[src/hw/act_pkg.sv]
// Activation queue formats
`default_nettype none

package act_pkg;

	// Signed activation value from the input stream
	localparam int ACT_WIDTH = 8;

	// Column index carried next to each nonzero activation
	// 4 bits, so at most 16 columns
	localparam int INDEX_WIDTH = 4;

	// One queue word, activation above index
	localparam int QENTRY_WIDTH = ACT_WIDTH + INDEX_WIDTH;

endpackage : act_pkg

`default_nettype wire

[src/hw/pe_pkg.sv]
// Processing element number formats
`default_nettype none

package pe_pkg;

	// Signed weight held in each PE
	localparam int WEIGHT_WIDTH = 8;

	// Signed row accumulator
	// Wraps modulo 2**24, no saturation
	localparam int ACC_WIDTH = 24;

endpackage : pe_pkg

`default_nettype wire

[src/hw/ccu_broadcast.sv]
// Zero-skipping activation broadcaster
`timescale 1ns/10ps
`default_nettype none

module ccu_broadcast import act_pkg::*; #(
	parameter int NUM_PE = 4
) (
	input  wire logic                          clk,
	input  wire logic                          rstn,
	input  wire logic                          clear_i,

	// Incoming activation stream
	input  wire logic                          act_valid_i,
	input  wire logic signed [ACT_WIDTH-1:0]   act_i,
	input  wire logic                          act_last_i,
	output      logic                          act_ready_o,

	// Broadcast to every PE queue
	input  wire logic [NUM_PE-1:0]             q_full_i,
	output      logic                          q_we_o,
	output      logic signed [ACT_WIDTH-1:0]   q_act_o,
	output      logic [INDEX_WIDTH-1:0]        q_index_o,

	// Stream end marker for the result unit
	output      logic                          last_seen_o
);

	logic                   xfer;
	logic [INDEX_WIDTH-1:0] col_cnt;

	// Hold the stream while any single queue is full
	assign act_ready_o = ~(|q_full_i);
	assign xfer        = act_valid_i & act_ready_o;

	// Zeros are accepted but never written
	assign q_we_o    = xfer && (act_i != '0);
	assign q_act_o   = act_i;
	assign q_index_o = col_cnt;

	//////////////////////////////////////////////////////////////////////
	// Column counter and end-of-vector latch
	//////////////////////////////////////////////////////////////////////

	// Every accepted activation takes a column, zero or not
	always_ff @(posedge clk) begin
		if (!rstn || clear_i) begin
			col_cnt <= '0;
		end
		else if (xfer) begin
			col_cnt <= col_cnt + 1'b1;
		end
	end

	// Sticky until the next clear
	always_ff @(posedge clk) begin
		if (!rstn || clear_i) begin
			last_seen_o <= 1'b0;
		end
		else if (xfer && act_last_i) begin
			last_seen_o <= 1'b1;
		end
	end

	// A stalled activation waits unchanged until the queues drain
	a_stall_hold: assert property (@(posedge clk) disable iff (!rstn)
		act_valid_i && !act_ready_o |=> act_valid_i && $stable(act_i) && $stable(act_last_i));

endmodule : ccu_broadcast

`default_nettype wire

[src/hw/pe_queue.sv]
// Per-PE activation queue
`timescale 1ns/10ps
`default_nettype none

module pe_queue import act_pkg::*; #(
	parameter int QUEUE_DEPTH = 4
) (
	input  wire logic                          clk,
	input  wire logic                          rstn,

	// Write side, driven by the CCU
	input  wire logic signed [ACT_WIDTH-1:0]   act_value_i,
	input  wire logic [INDEX_WIDTH-1:0]        index_i,
	input  wire logic                          we_i,
	output      logic                          full_o,

	// Read side, driven by the PE
	input  wire logic                          re_i,
	output      logic signed [ACT_WIDTH-1:0]   act_value_o,
	output      logic [INDEX_WIDTH-1:0]        index_o,
	output      logic                          empty_o
);

	localparam int PTR_WIDTH = (QUEUE_DEPTH > 1) ? $clog2(QUEUE_DEPTH) : 1;

	// Pointers plus a round bit that flips on every wrap
	logic [PTR_WIDTH-1:0]    w_ptr;
	logic                    w_round;
	logic [PTR_WIDTH-1:0]    r_ptr;
	logic                    r_round;

	// Storage, {activation, index} per word
	logic [QENTRY_WIDTH-1:0] mem [QUEUE_DEPTH];

	// Same slot, rounds apart by one
	assign full_o  = (w_ptr == r_ptr) && (w_round != r_round);
	// Same slot, same round
	assign empty_o = (w_ptr == r_ptr) && (w_round == r_round);

	//////////////////////////////////////////////////////////////////////
	// Data path
	//////////////////////////////////////////////////////////////////////

	always_ff @(posedge clk) begin
		if (we_i) begin
			mem[w_ptr] <= {act_value_i, index_i};
		end
	end

	// Read word shows up the cycle after re_i
	always_ff @(posedge clk) begin
		if (re_i) begin
			{act_value_o, index_o} <= mem[r_ptr];
		end
	end

	//////////////////////////////////////////////////////////////////////
	// Pointers
	//////////////////////////////////////////////////////////////////////

	always_ff @(posedge clk) begin
		if (!rstn) begin
			w_ptr   <= '0;
			w_round <= 1'b0;
		end
		else if (we_i) begin
			if (w_ptr == PTR_WIDTH'(QUEUE_DEPTH - 1)) begin
				w_ptr   <= '0;
				w_round <= ~w_round;
			end
			else begin
				w_ptr <= w_ptr + 1'b1;
			end
		end
	end

	always_ff @(posedge clk) begin
		if (!rstn) begin
			r_ptr   <= '0;
			r_round <= 1'b0;
		end
		else if (re_i) begin
			if (r_ptr == PTR_WIDTH'(QUEUE_DEPTH - 1)) begin
				r_ptr   <= '0;
				r_round <= ~r_round;
			end
			else begin
				r_ptr <= r_ptr + 1'b1;
			end
		end
	end

	// Overflow and underflow guards on the two neighbours
	a_no_overflow: assert property (@(posedge clk) disable iff (!rstn)
		we_i |-> !full_o);
	a_no_underflow: assert property (@(posedge clk) disable iff (!rstn)
		re_i |-> !empty_o);

endmodule : pe_queue

`default_nettype wire

[src/hw/pe_mac.sv]
// Processing element with row accumulators
`timescale 1ns/10ps
`default_nettype none

module pe_mac import act_pkg::*, pe_pkg::*; #(
	parameter int PE_ID       = 0,
	parameter int ROWS_PER_PE = 2,
	parameter int NUM_COLS    = 16,
	parameter int NUM_PE      = 4,
	localparam int NUM_ROWS   = NUM_PE * ROWS_PER_PE,
	localparam int ROW_WIDTH  = (NUM_ROWS > 1) ? $clog2(NUM_ROWS) : 1,
	localparam int LROW_WIDTH = (ROWS_PER_PE > 1) ? $clog2(ROWS_PER_PE) : 1
) (
	input  wire logic                            clk,
	input  wire logic                            rstn,
	input  wire logic                            clear_i,

	// Weight load, global row numbering
	input  wire logic                            wt_we_i,
	input  wire logic [ROW_WIDTH-1:0]            wt_row_i,
	input  wire logic [INDEX_WIDTH-1:0]          wt_col_i,
	input  wire logic signed [WEIGHT_WIDTH-1:0]  wt_data_i,

	// Own queue
	input  wire logic                            q_empty_i,
	output      logic                            q_re_o,
	input  wire logic signed [ACT_WIDTH-1:0]     q_act_i,
	input  wire logic [INDEX_WIDTH-1:0]          q_index_i,

	// Status and read-out
	output      logic                            busy_o,
	input  wire logic [LROW_WIDTH-1:0]           rd_row_i,
	output      logic signed [ACC_WIDTH-1:0]     rd_acc_o
);

	localparam int ROW_LO     = PE_ID * ROWS_PER_PE;
	localparam int PROD_WIDTH = WEIGHT_WIDTH + ACT_WIDTH;

	logic signed [WEIGHT_WIDTH-1:0] wt_mem [ROWS_PER_PE][NUM_COLS];
	logic signed [ACC_WIDTH-1:0]    acc    [ROWS_PER_PE];
	logic signed [PROD_WIDTH-1:0]   prod   [ROWS_PER_PE];
	logic                           own_row;
	logic [LROW_WIDTH-1:0]          wt_lrow;
	logic                           pop_vld;

	//////////////////////////////////////////////////////////////////////
	// Weight storage
	//////////////////////////////////////////////////////////////////////

	// Only rows ROW_LO .. ROW_LO+ROWS_PER_PE-1 live here
	assign own_row = (int'(wt_row_i) >= ROW_LO) && (int'(wt_row_i) < ROW_LO + ROWS_PER_PE);
	assign wt_lrow = LROW_WIDTH'(int'(wt_row_i) - ROW_LO);

	always_ff @(posedge clk) begin
		if (wt_we_i && own_row) begin
			wt_mem[wt_lrow][wt_col_i] <= wt_data_i;
		end
	end

	//////////////////////////////////////////////////////////////////////
	// Queue reader and MAC
	//////////////////////////////////////////////////////////////////////

	// Pop whenever something is waiting
	assign q_re_o = ~q_empty_i;

	// Popped word is on q_act_i/q_index_i one cycle later
	always_ff @(posedge clk) begin
		if (!rstn) begin
			pop_vld <= 1'b0;
		end
		else begin
			pop_vld <= q_re_o;
		end
	end

	assign busy_o = pop_vld;

	// One multiplier per local row, same column
	for (genvar r = 0; r < ROWS_PER_PE; r++) begin : g_row
		assign prod[r] = wt_mem[r][q_index_i] * q_act_i;
	end

	// Sign-extend product, sum wraps at ACC_WIDTH
	always_ff @(posedge clk) begin
		if (!rstn || clear_i) begin
			for (int r = 0; r < ROWS_PER_PE; r++) begin
				acc[r] <= '0;
			end
		end
		else if (pop_vld) begin
			for (int r = 0; r < ROWS_PER_PE; r++) begin
				acc[r] <= acc[r] + {{(ACC_WIDTH-PROD_WIDTH){prod[r][PROD_WIDTH-1]}}, prod[r]};
			end
		end
	end

	// Local row picked by the result unit
	assign rd_acc_o = acc[rd_row_i];

	// Index from the CCU must address a stored column
	a_index_range: assert property (@(posedge clk) disable iff (!rstn)
		pop_vld |-> (int'(q_index_i) < NUM_COLS));

endmodule : pe_mac

`default_nettype wire

[src/hw/result_unit.sv]
// Completion and result read-out
`timescale 1ns/10ps
`default_nettype none

module result_unit import pe_pkg::*; #(
	parameter int NUM_PE      = 4,
	parameter int ROWS_PER_PE = 2,
	localparam int NUM_ROWS   = NUM_PE * ROWS_PER_PE,
	localparam int ROW_WIDTH  = (NUM_ROWS > 1) ? $clog2(NUM_ROWS) : 1,
	localparam int LROW_WIDTH = (ROWS_PER_PE > 1) ? $clog2(ROWS_PER_PE) : 1,
	localparam int PE_WIDTH   = (NUM_PE > 1) ? $clog2(NUM_PE) : 1
) (
	input  wire logic                              clk,
	input  wire logic                              rstn,
	input  wire logic                              clear_i,

	// Drain status
	input  wire logic                              last_seen_i,
	input  wire logic [NUM_PE-1:0]                 q_empty_i,
	input  wire logic [NUM_PE-1:0]                 pe_busy_i,
	input  wire logic [NUM_PE-1:0][ACC_WIDTH-1:0]  pe_acc_i,

	// Read request, global row
	input  wire logic                              res_re_i,
	input  wire logic [ROW_WIDTH-1:0]              res_row_i,
	output      logic [LROW_WIDTH-1:0]             rd_row_o,
	output      logic signed [ACC_WIDTH-1:0]       res_o,
	output      logic                              res_valid_o,
	output      logic                              done_o
);

	logic [PE_WIDTH-1:0] pe_sel;

	// Global row -> owning PE and its local row
	assign pe_sel   = PE_WIDTH'(int'(res_row_i) / ROWS_PER_PE);
	assign rd_row_o = LROW_WIDTH'(int'(res_row_i) % ROWS_PER_PE);

	// Stream ended, queues drained, no MAC pending
	always_ff @(posedge clk) begin
		if (!rstn || clear_i) begin
			done_o <= 1'b0;
		end
		else begin
			done_o <= last_seen_i && (&q_empty_i) && !(|pe_busy_i);
		end
	end

	always_ff @(posedge clk) begin
		if (!rstn) begin
			res_valid_o <= 1'b0;
		end
		else begin
			res_valid_o <= res_re_i;
		end
	end

	// Result word, one cycle behind the request
	always_ff @(posedge clk) begin
		if (res_re_i) begin
			res_o <= pe_acc_i[pe_sel];
		end
	end

endmodule : result_unit

`default_nettype wire

[src/hw/spmv_top.sv]
// Sparse matrix-vector accelerator top
`timescale 1ns/10ps
`default_nettype none

module spmv_top import act_pkg::*, pe_pkg::*; #(
	parameter int NUM_PE      = 4,
	parameter int ROWS_PER_PE = 2,
	parameter int NUM_COLS    = 16,
	parameter int QUEUE_DEPTH = 4,
	localparam int NUM_ROWS   = NUM_PE * ROWS_PER_PE,
	localparam int ROW_WIDTH  = (NUM_ROWS > 1) ? $clog2(NUM_ROWS) : 1,
	localparam int LROW_WIDTH = (ROWS_PER_PE > 1) ? $clog2(ROWS_PER_PE) : 1
) (
	input  wire logic                            clk,
	input  wire logic                            rstn,
	input  wire logic                            clear_i,

	// Activation stream
	input  wire logic                            act_valid_i,
	input  wire logic signed [ACT_WIDTH-1:0]     act_i,
	input  wire logic                            act_last_i,
	output      logic                            act_ready_o,

	// Weight load
	input  wire logic                            wt_we_i,
	input  wire logic [ROW_WIDTH-1:0]            wt_row_i,
	input  wire logic [INDEX_WIDTH-1:0]          wt_col_i,
	input  wire logic signed [WEIGHT_WIDTH-1:0]  wt_data_i,

	// Completion and results
	output      logic                            done_o,
	input  wire logic                            res_re_i,
	input  wire logic [ROW_WIDTH-1:0]            res_row_i,
	output      logic signed [ACC_WIDTH-1:0]     res_o,
	output      logic                            res_valid_o
);

	// CCU broadcast bus
	logic                             bc_we;
	logic signed [ACT_WIDTH-1:0]      bc_act;
	logic [INDEX_WIDTH-1:0]           bc_index;
	logic                             last_seen;

	// Per-PE queue and status nets
	logic [NUM_PE-1:0]                q_full;
	logic [NUM_PE-1:0]                q_empty;
	logic [NUM_PE-1:0]                q_re;
	logic signed [ACT_WIDTH-1:0]      q_act   [NUM_PE];
	logic [INDEX_WIDTH-1:0]           q_index [NUM_PE];
	logic [NUM_PE-1:0]                pe_busy;
	logic [NUM_PE-1:0][ACC_WIDTH-1:0] pe_acc;
	logic [LROW_WIDTH-1:0]            rd_row;

	ccu_broadcast #(
		.NUM_PE      (NUM_PE)
	) u_ccu (
		.clk         (clk),
		.rstn        (rstn),
		.clear_i     (clear_i),
		.act_valid_i (act_valid_i),
		.act_i       (act_i),
		.act_last_i  (act_last_i),
		.act_ready_o (act_ready_o),
		.q_full_i    (q_full),
		.q_we_o      (bc_we),
		.q_act_o     (bc_act),
		.q_index_o   (bc_index),
		.last_seen_o (last_seen)
	);

	//////////////////////////////////////////////////////////////////////
	// One queue and one PE per slice of rows
	//////////////////////////////////////////////////////////////////////

	for (genvar p = 0; p < NUM_PE; p++) begin : g_pe
		pe_queue #(
			.QUEUE_DEPTH (QUEUE_DEPTH)
		) u_queue (
			.clk         (clk),
			.rstn        (rstn),
			.act_value_i (bc_act),
			.index_i     (bc_index),
			.we_i        (bc_we),
			.full_o      (q_full[p]),
			.re_i        (q_re[p]),
			.act_value_o (q_act[p]),
			.index_o     (q_index[p]),
			.empty_o     (q_empty[p])
		);

		pe_mac #(
			.PE_ID       (p),
			.ROWS_PER_PE (ROWS_PER_PE),
			.NUM_COLS    (NUM_COLS),
			.NUM_PE      (NUM_PE)
		) u_pe (
			.clk         (clk),
			.rstn        (rstn),
			.clear_i     (clear_i),
			.wt_we_i     (wt_we_i),
			.wt_row_i    (wt_row_i),
			.wt_col_i    (wt_col_i),
			.wt_data_i   (wt_data_i),
			.q_empty_i   (q_empty[p]),
			.q_re_o      (q_re[p]),
			.q_act_i     (q_act[p]),
			.q_index_i   (q_index[p]),
			.busy_o      (pe_busy[p]),
			.rd_row_i    (rd_row),
			.rd_acc_o    (pe_acc[p])
		);
	end

	result_unit #(
		.NUM_PE      (NUM_PE),
		.ROWS_PER_PE (ROWS_PER_PE)
	) u_result (
		.clk         (clk),
		.rstn        (rstn),
		.clear_i     (clear_i),
		.last_seen_i (last_seen),
		.q_empty_i   (q_empty),
		.pe_busy_i   (pe_busy),
		.pe_acc_i    (pe_acc),
		.res_re_i    (res_re_i),
		.res_row_i   (res_row_i),
		.rd_row_o    (rd_row),
		.res_o       (res_o),
		.res_valid_o (res_valid_o),
		.done_o      (done_o)
	);

endmodule : spmv_top

`default_nettype wire

[config.mk]
export PLATFORM = sky130hd
export DESIGN_NAME = spmv_top
export DESIGN_NICKNAME = d
export VERILOG_FILES = /design/src/hw/act_pkg.sv /design/src/hw/pe_pkg.sv /design/src/hw/ccu_broadcast.sv /design/src/hw/pe_queue.sv /design/src/hw/pe_mac.sv /design/src/hw/result_unit.sv /design/src/hw/spmv_top.sv
export SDC_FILE = /design/constraint.sdc
export NUM_CORES = 2
export LEC_CHECK = 0
export ABC_AREA = 1
export BUFFER_PORTS_ARGS = -buffer_cell sky130_fd_sc_hd__buf_2
export CAP_MARGIN = 5
export CORE_ASPECT_RATIO = 0.7
export CORE_MARGIN = 2
export CORE_UTILIZATION = 45
export DETAILED_ROUTE_END_ITERATION = 7
export GPL_TIMING_DRIVEN = 0
export PLACE_DENSITY = 0.7
export SYNTH_ARGS = -nofsm -noshare
export SYNTH_HDL_FRONTEND = slang
export SYNTH_SLANG_ARGS = --single-unit
export TNS_END_PERCENT = 10
[constraint.sdc]
create_clock -name clk -period 19.1 [get_ports clk]
set_clock_uncertainty 0.15 [all_clocks]
set_input_delay 1.91 -clock clk [delete_from_list [all_inputs] [get_ports clk]]
set_output_delay 1.91 -clock clk [all_outputs]
set_load 0.05 [all_outputs]
**Word-level counts from Yosys, hierarchy flattened**

Memories as Yosys holds them, arrays and structs flattened. A register that Yosys moved wholly into a read port is not among the register bits.
Cells that the tools add are included.

- Register bits after elaboration: 59
- RAM bits: 1408
- Input bits: 33
- Output and inout port bits: 27
- Memories kept: 12

- $add $sub $neg: 20
- Multiply operators: 8
- $lt $le $gt $ge: 13
- Equality and inequality tests: 20
- Multiplexer cells: 68
- Bitwise operators: 27
- Reductions and logical operators: 38

Memory list:

| name | words | width | read ports | clocked after Yosys merged registers in | write ports | line | source |
|---|---|---|---|---|---|---|---|
| g_pe[0].u_pe.wt_mem | 2 | 128 | 2 | 0 | 1 | pe_mac.sv:39 | `logic signed [WEIGHT_WIDTH-1:0] wt_mem [ROWS_PER_PE][NUM_COLS];` |
| g_pe[1].u_pe.wt_mem | 2 | 128 | 2 | 0 | 1 | pe_mac.sv:39 |  |
| g_pe[2].u_pe.wt_mem | 2 | 128 | 2 | 0 | 1 | pe_mac.sv:39 |  |
| g_pe[3].u_pe.wt_mem | 2 | 128 | 2 | 0 | 1 | pe_mac.sv:39 |  |
| g_pe[0].u_pe.acc | 2 | 24 | 3 | 0 | 2 | pe_mac.sv:40 | `logic signed [ACC_WIDTH-1:0] acc [ROWS_PER_PE];` |
| g_pe[0].u_queue.mem | 4 | 12 | 1 | 1 | 1 | pe_queue.sv:33 | `logic [QENTRY_WIDTH-1:0] mem [QUEUE_DEPTH];` |
| +6 memories | -- | -- | -- | -- | -- | -- |  |

Operators by type and width:

| kind | number |
|---|---|
| $mux W128 | 4 |
| $bmux W8 S4 | 8 |
| $mux W24 | 9 |
| $add A24 B24 Y24 | 8 |
| $mux W8 | 17 |
| $mul A8 B8 Y16 | 8 |
| $bmux W24 S2 | 1 |
| $demux W8 S4 | 1 |
| $ge A5 B5 Y1 const B | 5 |
| $not A4 Y5 | 5 |
| $mux W1 | 20 |
| $logic_and A1 B1 Y1 | 19 |
| $add A2 B1 Y2 const B | 8 |
| $eq A2 B2 Y1 const B | 8 |
| $mux W2 | 8 |
| $reduce_and A2 Y1 | 8 |
| $not A1 Y1 | 13 |
| $eq A2 B2 Y1 | 4 |
| $or A1 B1 Y1 | 8 |
| $reduce_bool A8 Y1 | 1 |
| $reduce_or A4 Y1 | 2 |
| $ge A3 B3 Y1 const B | 2 |
| $logic_not A1 Y1 | 6 |
| $lt A3 B3 Y1 const B | 2 |
| other kinds (11) | 19 |

**Depth between registers and ports, before layout**

- Depth in word-level cells: 8
- Gate-level depth with buffers: 42
- Gate-level depth less buffers: 40

**Hierarchy**

From an unflattened synthesis, not the netlist that was laid out.

- Cells, all modules: 9443
- Area total of the unflattened synthesis: 93589.8 um^2

Modules (own cells, without submodules):

| module | instances | cells each | area an instance (um^2) |
|---|---|---|---|
| pe_mac (g_pe[1].u_pe) | 1 | 2025 | 20168.1 |
| pe_mac (g_pe[3].u_pe) | 1 | 2038 | 20144.3 |
| pe_mac (g_pe[2].u_pe) | 1 | 2030 | 20119.3 |
| pe_mac (g_pe[0].u_pe) | 1 | 2076 | 19979.2 |
| pe_queue | 4 | 231 | 2715.1 |
| result_unit | 1 | 298 | 1965.6 |
| ccu_broadcast | 1 | 52 | 352.8 |

**Least setup slack after synthesis**

OpenSTA, ideal clock, no wires.

- Path type: register -> register
- From: register g_pe[1].u_queue.index_o[1] (read register of g_pe[1].u_queue.mem)
- To: memory g_pe[1].u_pe.acc[1][19], data pin
- Setup time: 0.253 ns
- Arrival time: 5.908 ns
- Slack: 12.790 ns
- Cell stages (with the launch flop): 38
- Path buffers: 3
- Cell sequence: edfxtp_1 > buf_2 > inv_1 > buf_2 > clkbuf_1 > o211ai_1 > o211ai_1 > nand2_1 > inv_2 > nor2_1 > fa_1 > inv_1 > fa_1 > inv_1 > fa_1 > inv_1 > fa_1 > inv_1 > (+2 left out) > o21ai_0 > nand2_1 > a21oi_1 > nor2_1 > xor2_1 > inv_1 > ha_1 > nand2_1 > nor2_1 > inv_1 > nor3_1 > nand4_1 > nand3_1 > nand2_1 > nand2_1 > nand2_1 > nand2_1 > nor2_1

RTL lines:

| element | line | source |
|---|---|---|
| start: declaration | pe_queue.sv:20 | `output logic [INDEX_WIDTH-1:0] index_o,` |
| end: declaration | pe_mac.sv:40 |  |

==> summary.txt <==
Synthesis
  • Area leader, netlist: edfxtp_1
  • Sequential-to-total area share from yosys stat: 49.3%
  • Post-synth cell types: 53
  • Top FF cell, synth: edfxtp_1
  • EDFF count, synth: 1480
  • Syn Area/Cell: 10.1 sq um
  • Ys Warns: 0
  • Most area-consuming cells after synthesis: edfxtp_1 49%, fa_1 9.8%, ha_1 6.2%
  • Synth Register Bits: 1515
  • Post-synth top area share: 48.5%
  • Async S/R FF share, synth: 0%
  • Synthesized cell area: 0.0916 sq mm
  • Mapped Cells: 9108
  • Count leader, synth: edfxtp_1
  • Synth cell count leaders: 1480 x edfxtp_1, 1392 x inv_1, 1132 x nor2_1, 1044 x nand2_1, 739 x o21ai_0
  • Synthesized net count: 10000

Timing
  • Relative slew slack: -0.397%
  • Worst-margin pin slew: 1.49 ns
  • Min cycle time layout: 8.55 ns
  • Crit share post-route: 44.8%
  • Final Setup Violations: 0
  • RSZ-0062 raised after global routing: false
  • Final-report hold violation count: 0
  • Total negative slack: 0 ns
  • Highest Clock Rate: 117 MHz
  • Final Max Slew Viols: 1

Job
  • Max Cap Viol: 1

Critical path
  • Cell mode on critical path: nand2_1
  • Crit path largest cell delay: 0.63 ns
  • R2R setup slack: 10.55 ns
  • Worst EP arrival: 8.94 ns
  • CP Class: flop to flop
  • Crit-path slowest cell: edfxtp_1
  • Required @ worst endpoint: 19.49 ns
  • Critical Path Sink Type: flop
  • CP Max Fanout: 10
  • CP startpoint kind: flop

Clock tree
  • Worst-path clk slew: 0.06 ns
  • Max clock buf depth: 4
  • H-Tree Depth: 4
  • TritonCTS Buffers: 160
  • Clock Latency Late Sink: 0.85 ns
  • Sink Count: 1515
  • Cts repair resizes: 0
  • Setup bufs post-CTS: 0
  • Post-CTS Hold Fix Bufs: 0
  • CTS tree: built
  • Root Driver: clkbuf_16

GRT
  • Remaining Overflow, GRT: 0
  • Pin count of the biggest net entering global routing: 87
  • Vias in the first global route: 66800
  • Initial antenna violation count: 8
  • Overall global routing resource usage: 26.7%
  • First-pass GRT wire length: 416000 microns

Route
  • Antenna viol nets, final: 0
  • First DRT Iteration DRCs: 9875
  • Vias/cell: 5.71
  • Final wirelength: 280000 microns
  • DRC errors left: 0
  • Drt pass-1 iters: 6
  • Vias: 69700
  • DR WL/cell: 22.9 microns

Finish
  • Final Non-Filler Cells: 12200
  • Nets: 10300
  • Sequential cell area: 0.0451 sq mm
  • Multi-input gate area: 0.0395 sq mm
  • Area grow syn2layout: 10.2%
  • Filler cells: 18000
  • Fraction of layout cells with a size suffix above 1: 5.95%

Die
  • Area of the core: 0.202 sq mm
  • Initial Utilization: 45.3%
  • Std cell rows: 138
  • Die Height: 381 microns
  • Die W: 543 microns
  • DIE AREA: 0.207 sq mm
  • Ports: 60

Placed design
  • GPL Wtd Cong: 0.991
  • DP Cell Count: 11900
  • Post-DP HPWL: 209000 microns
  • Number of port buffers: 58

Min path
  • HP Class: flop to flop

Status
  • Status: finished with violations
  • Violated checks: capacitance limit, slew limit
layer usage:
layer  part of all wire [%]  track usage [%]
met5                 0.0068                0
met4                    2.4             6.04
met3                     14             8.10
met2                     40             37.3
met1                     43             40.3
cells by family (layout without fill, tap and decap cells):
group	count (synthesis)	after routing	synth area share [%]
flip-flops	1515	1515	49.3
XOR/XNOR	103	103	0.993
buffers and inverters	1777	2149	7.72
multiplexers	224	224	2.45
AND/OR/NAND/NOR	2692	2692	12.0
other	0	1	0
AO/OA/AOI/OAI	1896	1896	11.6
adder cells (fa/ha/maj)	901	901	16.0
through the flow:
step | hold WS (ns) | instance area, sq um | worst slack, ns | utilization (%)
3_5_place_dp | 0.300 | 95800 | 10.87 | 47.4
4_1_cts | 0.319 | 101000 | 10.76 | 49.9
2_1_floorplan | 0.280 | 91600 | 12.79 | -
6_report | 0.316 | 101000 | 10.55 | 49.9
3_3_place_gp | 0.295 | 95300 | 10.87 | 47.1
5_1_grt | 0.329 | 101000 | 10.16 | 49.9
worst paths after layout:
| path | startpoint | to | depth (start not counted) |
|---|---|---|---|
| max | g_pe[2].u_queue.index_o[1] | g_pe[2].u_pe.acc[0][19] | 34 |
| min | u_ccu.last_seen_o | u_ccu.last_seen_o | 2 |
| max reg2reg | g_pe[2].u_queue.index_o[1] | g_pe[2].u_pe.acc[0][19] | 34 |
| min reg2reg | u_ccu.last_seen_o | u_ccu.last_seen_o | 2 |
sequential cells by signal, summed over array words and instances (netlist names):
| name | flops |
|---|---|
| g_pe.u_queue.r_ptr | 8 |
| g_pe.u_queue.act_value_o | 32 |
| g_pe.u_pe.wt_mem | 1024 |
| g_pe.u_queue.r_round | 4 |
| g_pe.u_queue.w_ptr | 8 |
| g_pe.u_queue.mem | 192 |
| u_result.res_valid_o | 1 |
| g_pe.u_queue.index_o | 16 |
| g_pe.u_pe.busy_o | 4 |
| u_ccu.q_index_o | 4 |
| g_pe.u_queue.w_round | 4 |
| u_result.res_o | 24 |
| u_result.done_o | 1 |
| g_pe.u_pe.acc | 192 |
| u_ccu.last_seen_o | 1 |
critical path, delay by kind of cell, from the launching register on:
family,cells,cell delay (ns)
fa+ha+maj,6,2.62
compound gates,8,1.51
buf+inv,8,1.38
simple gates,11,1.37
flops,1,0.63
xor+xnor,1,0.57
placed cells by master, fill, tap and decap left out, drive strengths merged, types with 2 or more instances in the layout:
cell type	instances
edfxtp	1480
inv	1464
nor2	1138
nand2	1061
o21ai	760
a21oi	651
ha	453
fa	448
clkbuf	378
nand3	340
o211ai	261
mux2i	224
buf	222
nor3	74
o22ai	71
clkinv	67
nand4	58
xor2	53
xnor2	50
o21a	37
a31oi	35
dfxtp	35
a21o	29
o21bai	24
bufinv	13
a21boi	11
nor4	9
a211oi	8
nand3b	5
clkinvlp	5
o211a	4
and2	4
a31o	2
cell type report:
| type | count | share of cell area, % |
|---|---|---|
| diodes | 1 | 0.00248 |
| plain buffers | 314 | 1.56 |
| clock buffers | 195 | 4.18 |
| clock inverters | 86 | 0.800 |
| inverters | 1463 | 5.44 |
| multi-input cells | 5816 | 39.1 |
| flip-flops and latches | 1515 | 44.7 |
| well taps | 2730 | 3.38 |
| repair buffers | 91 | 0.775 |
Power is not shown: default switching activity piles up to over one toggle a cycle in this logic, so the estimate is an artifact.
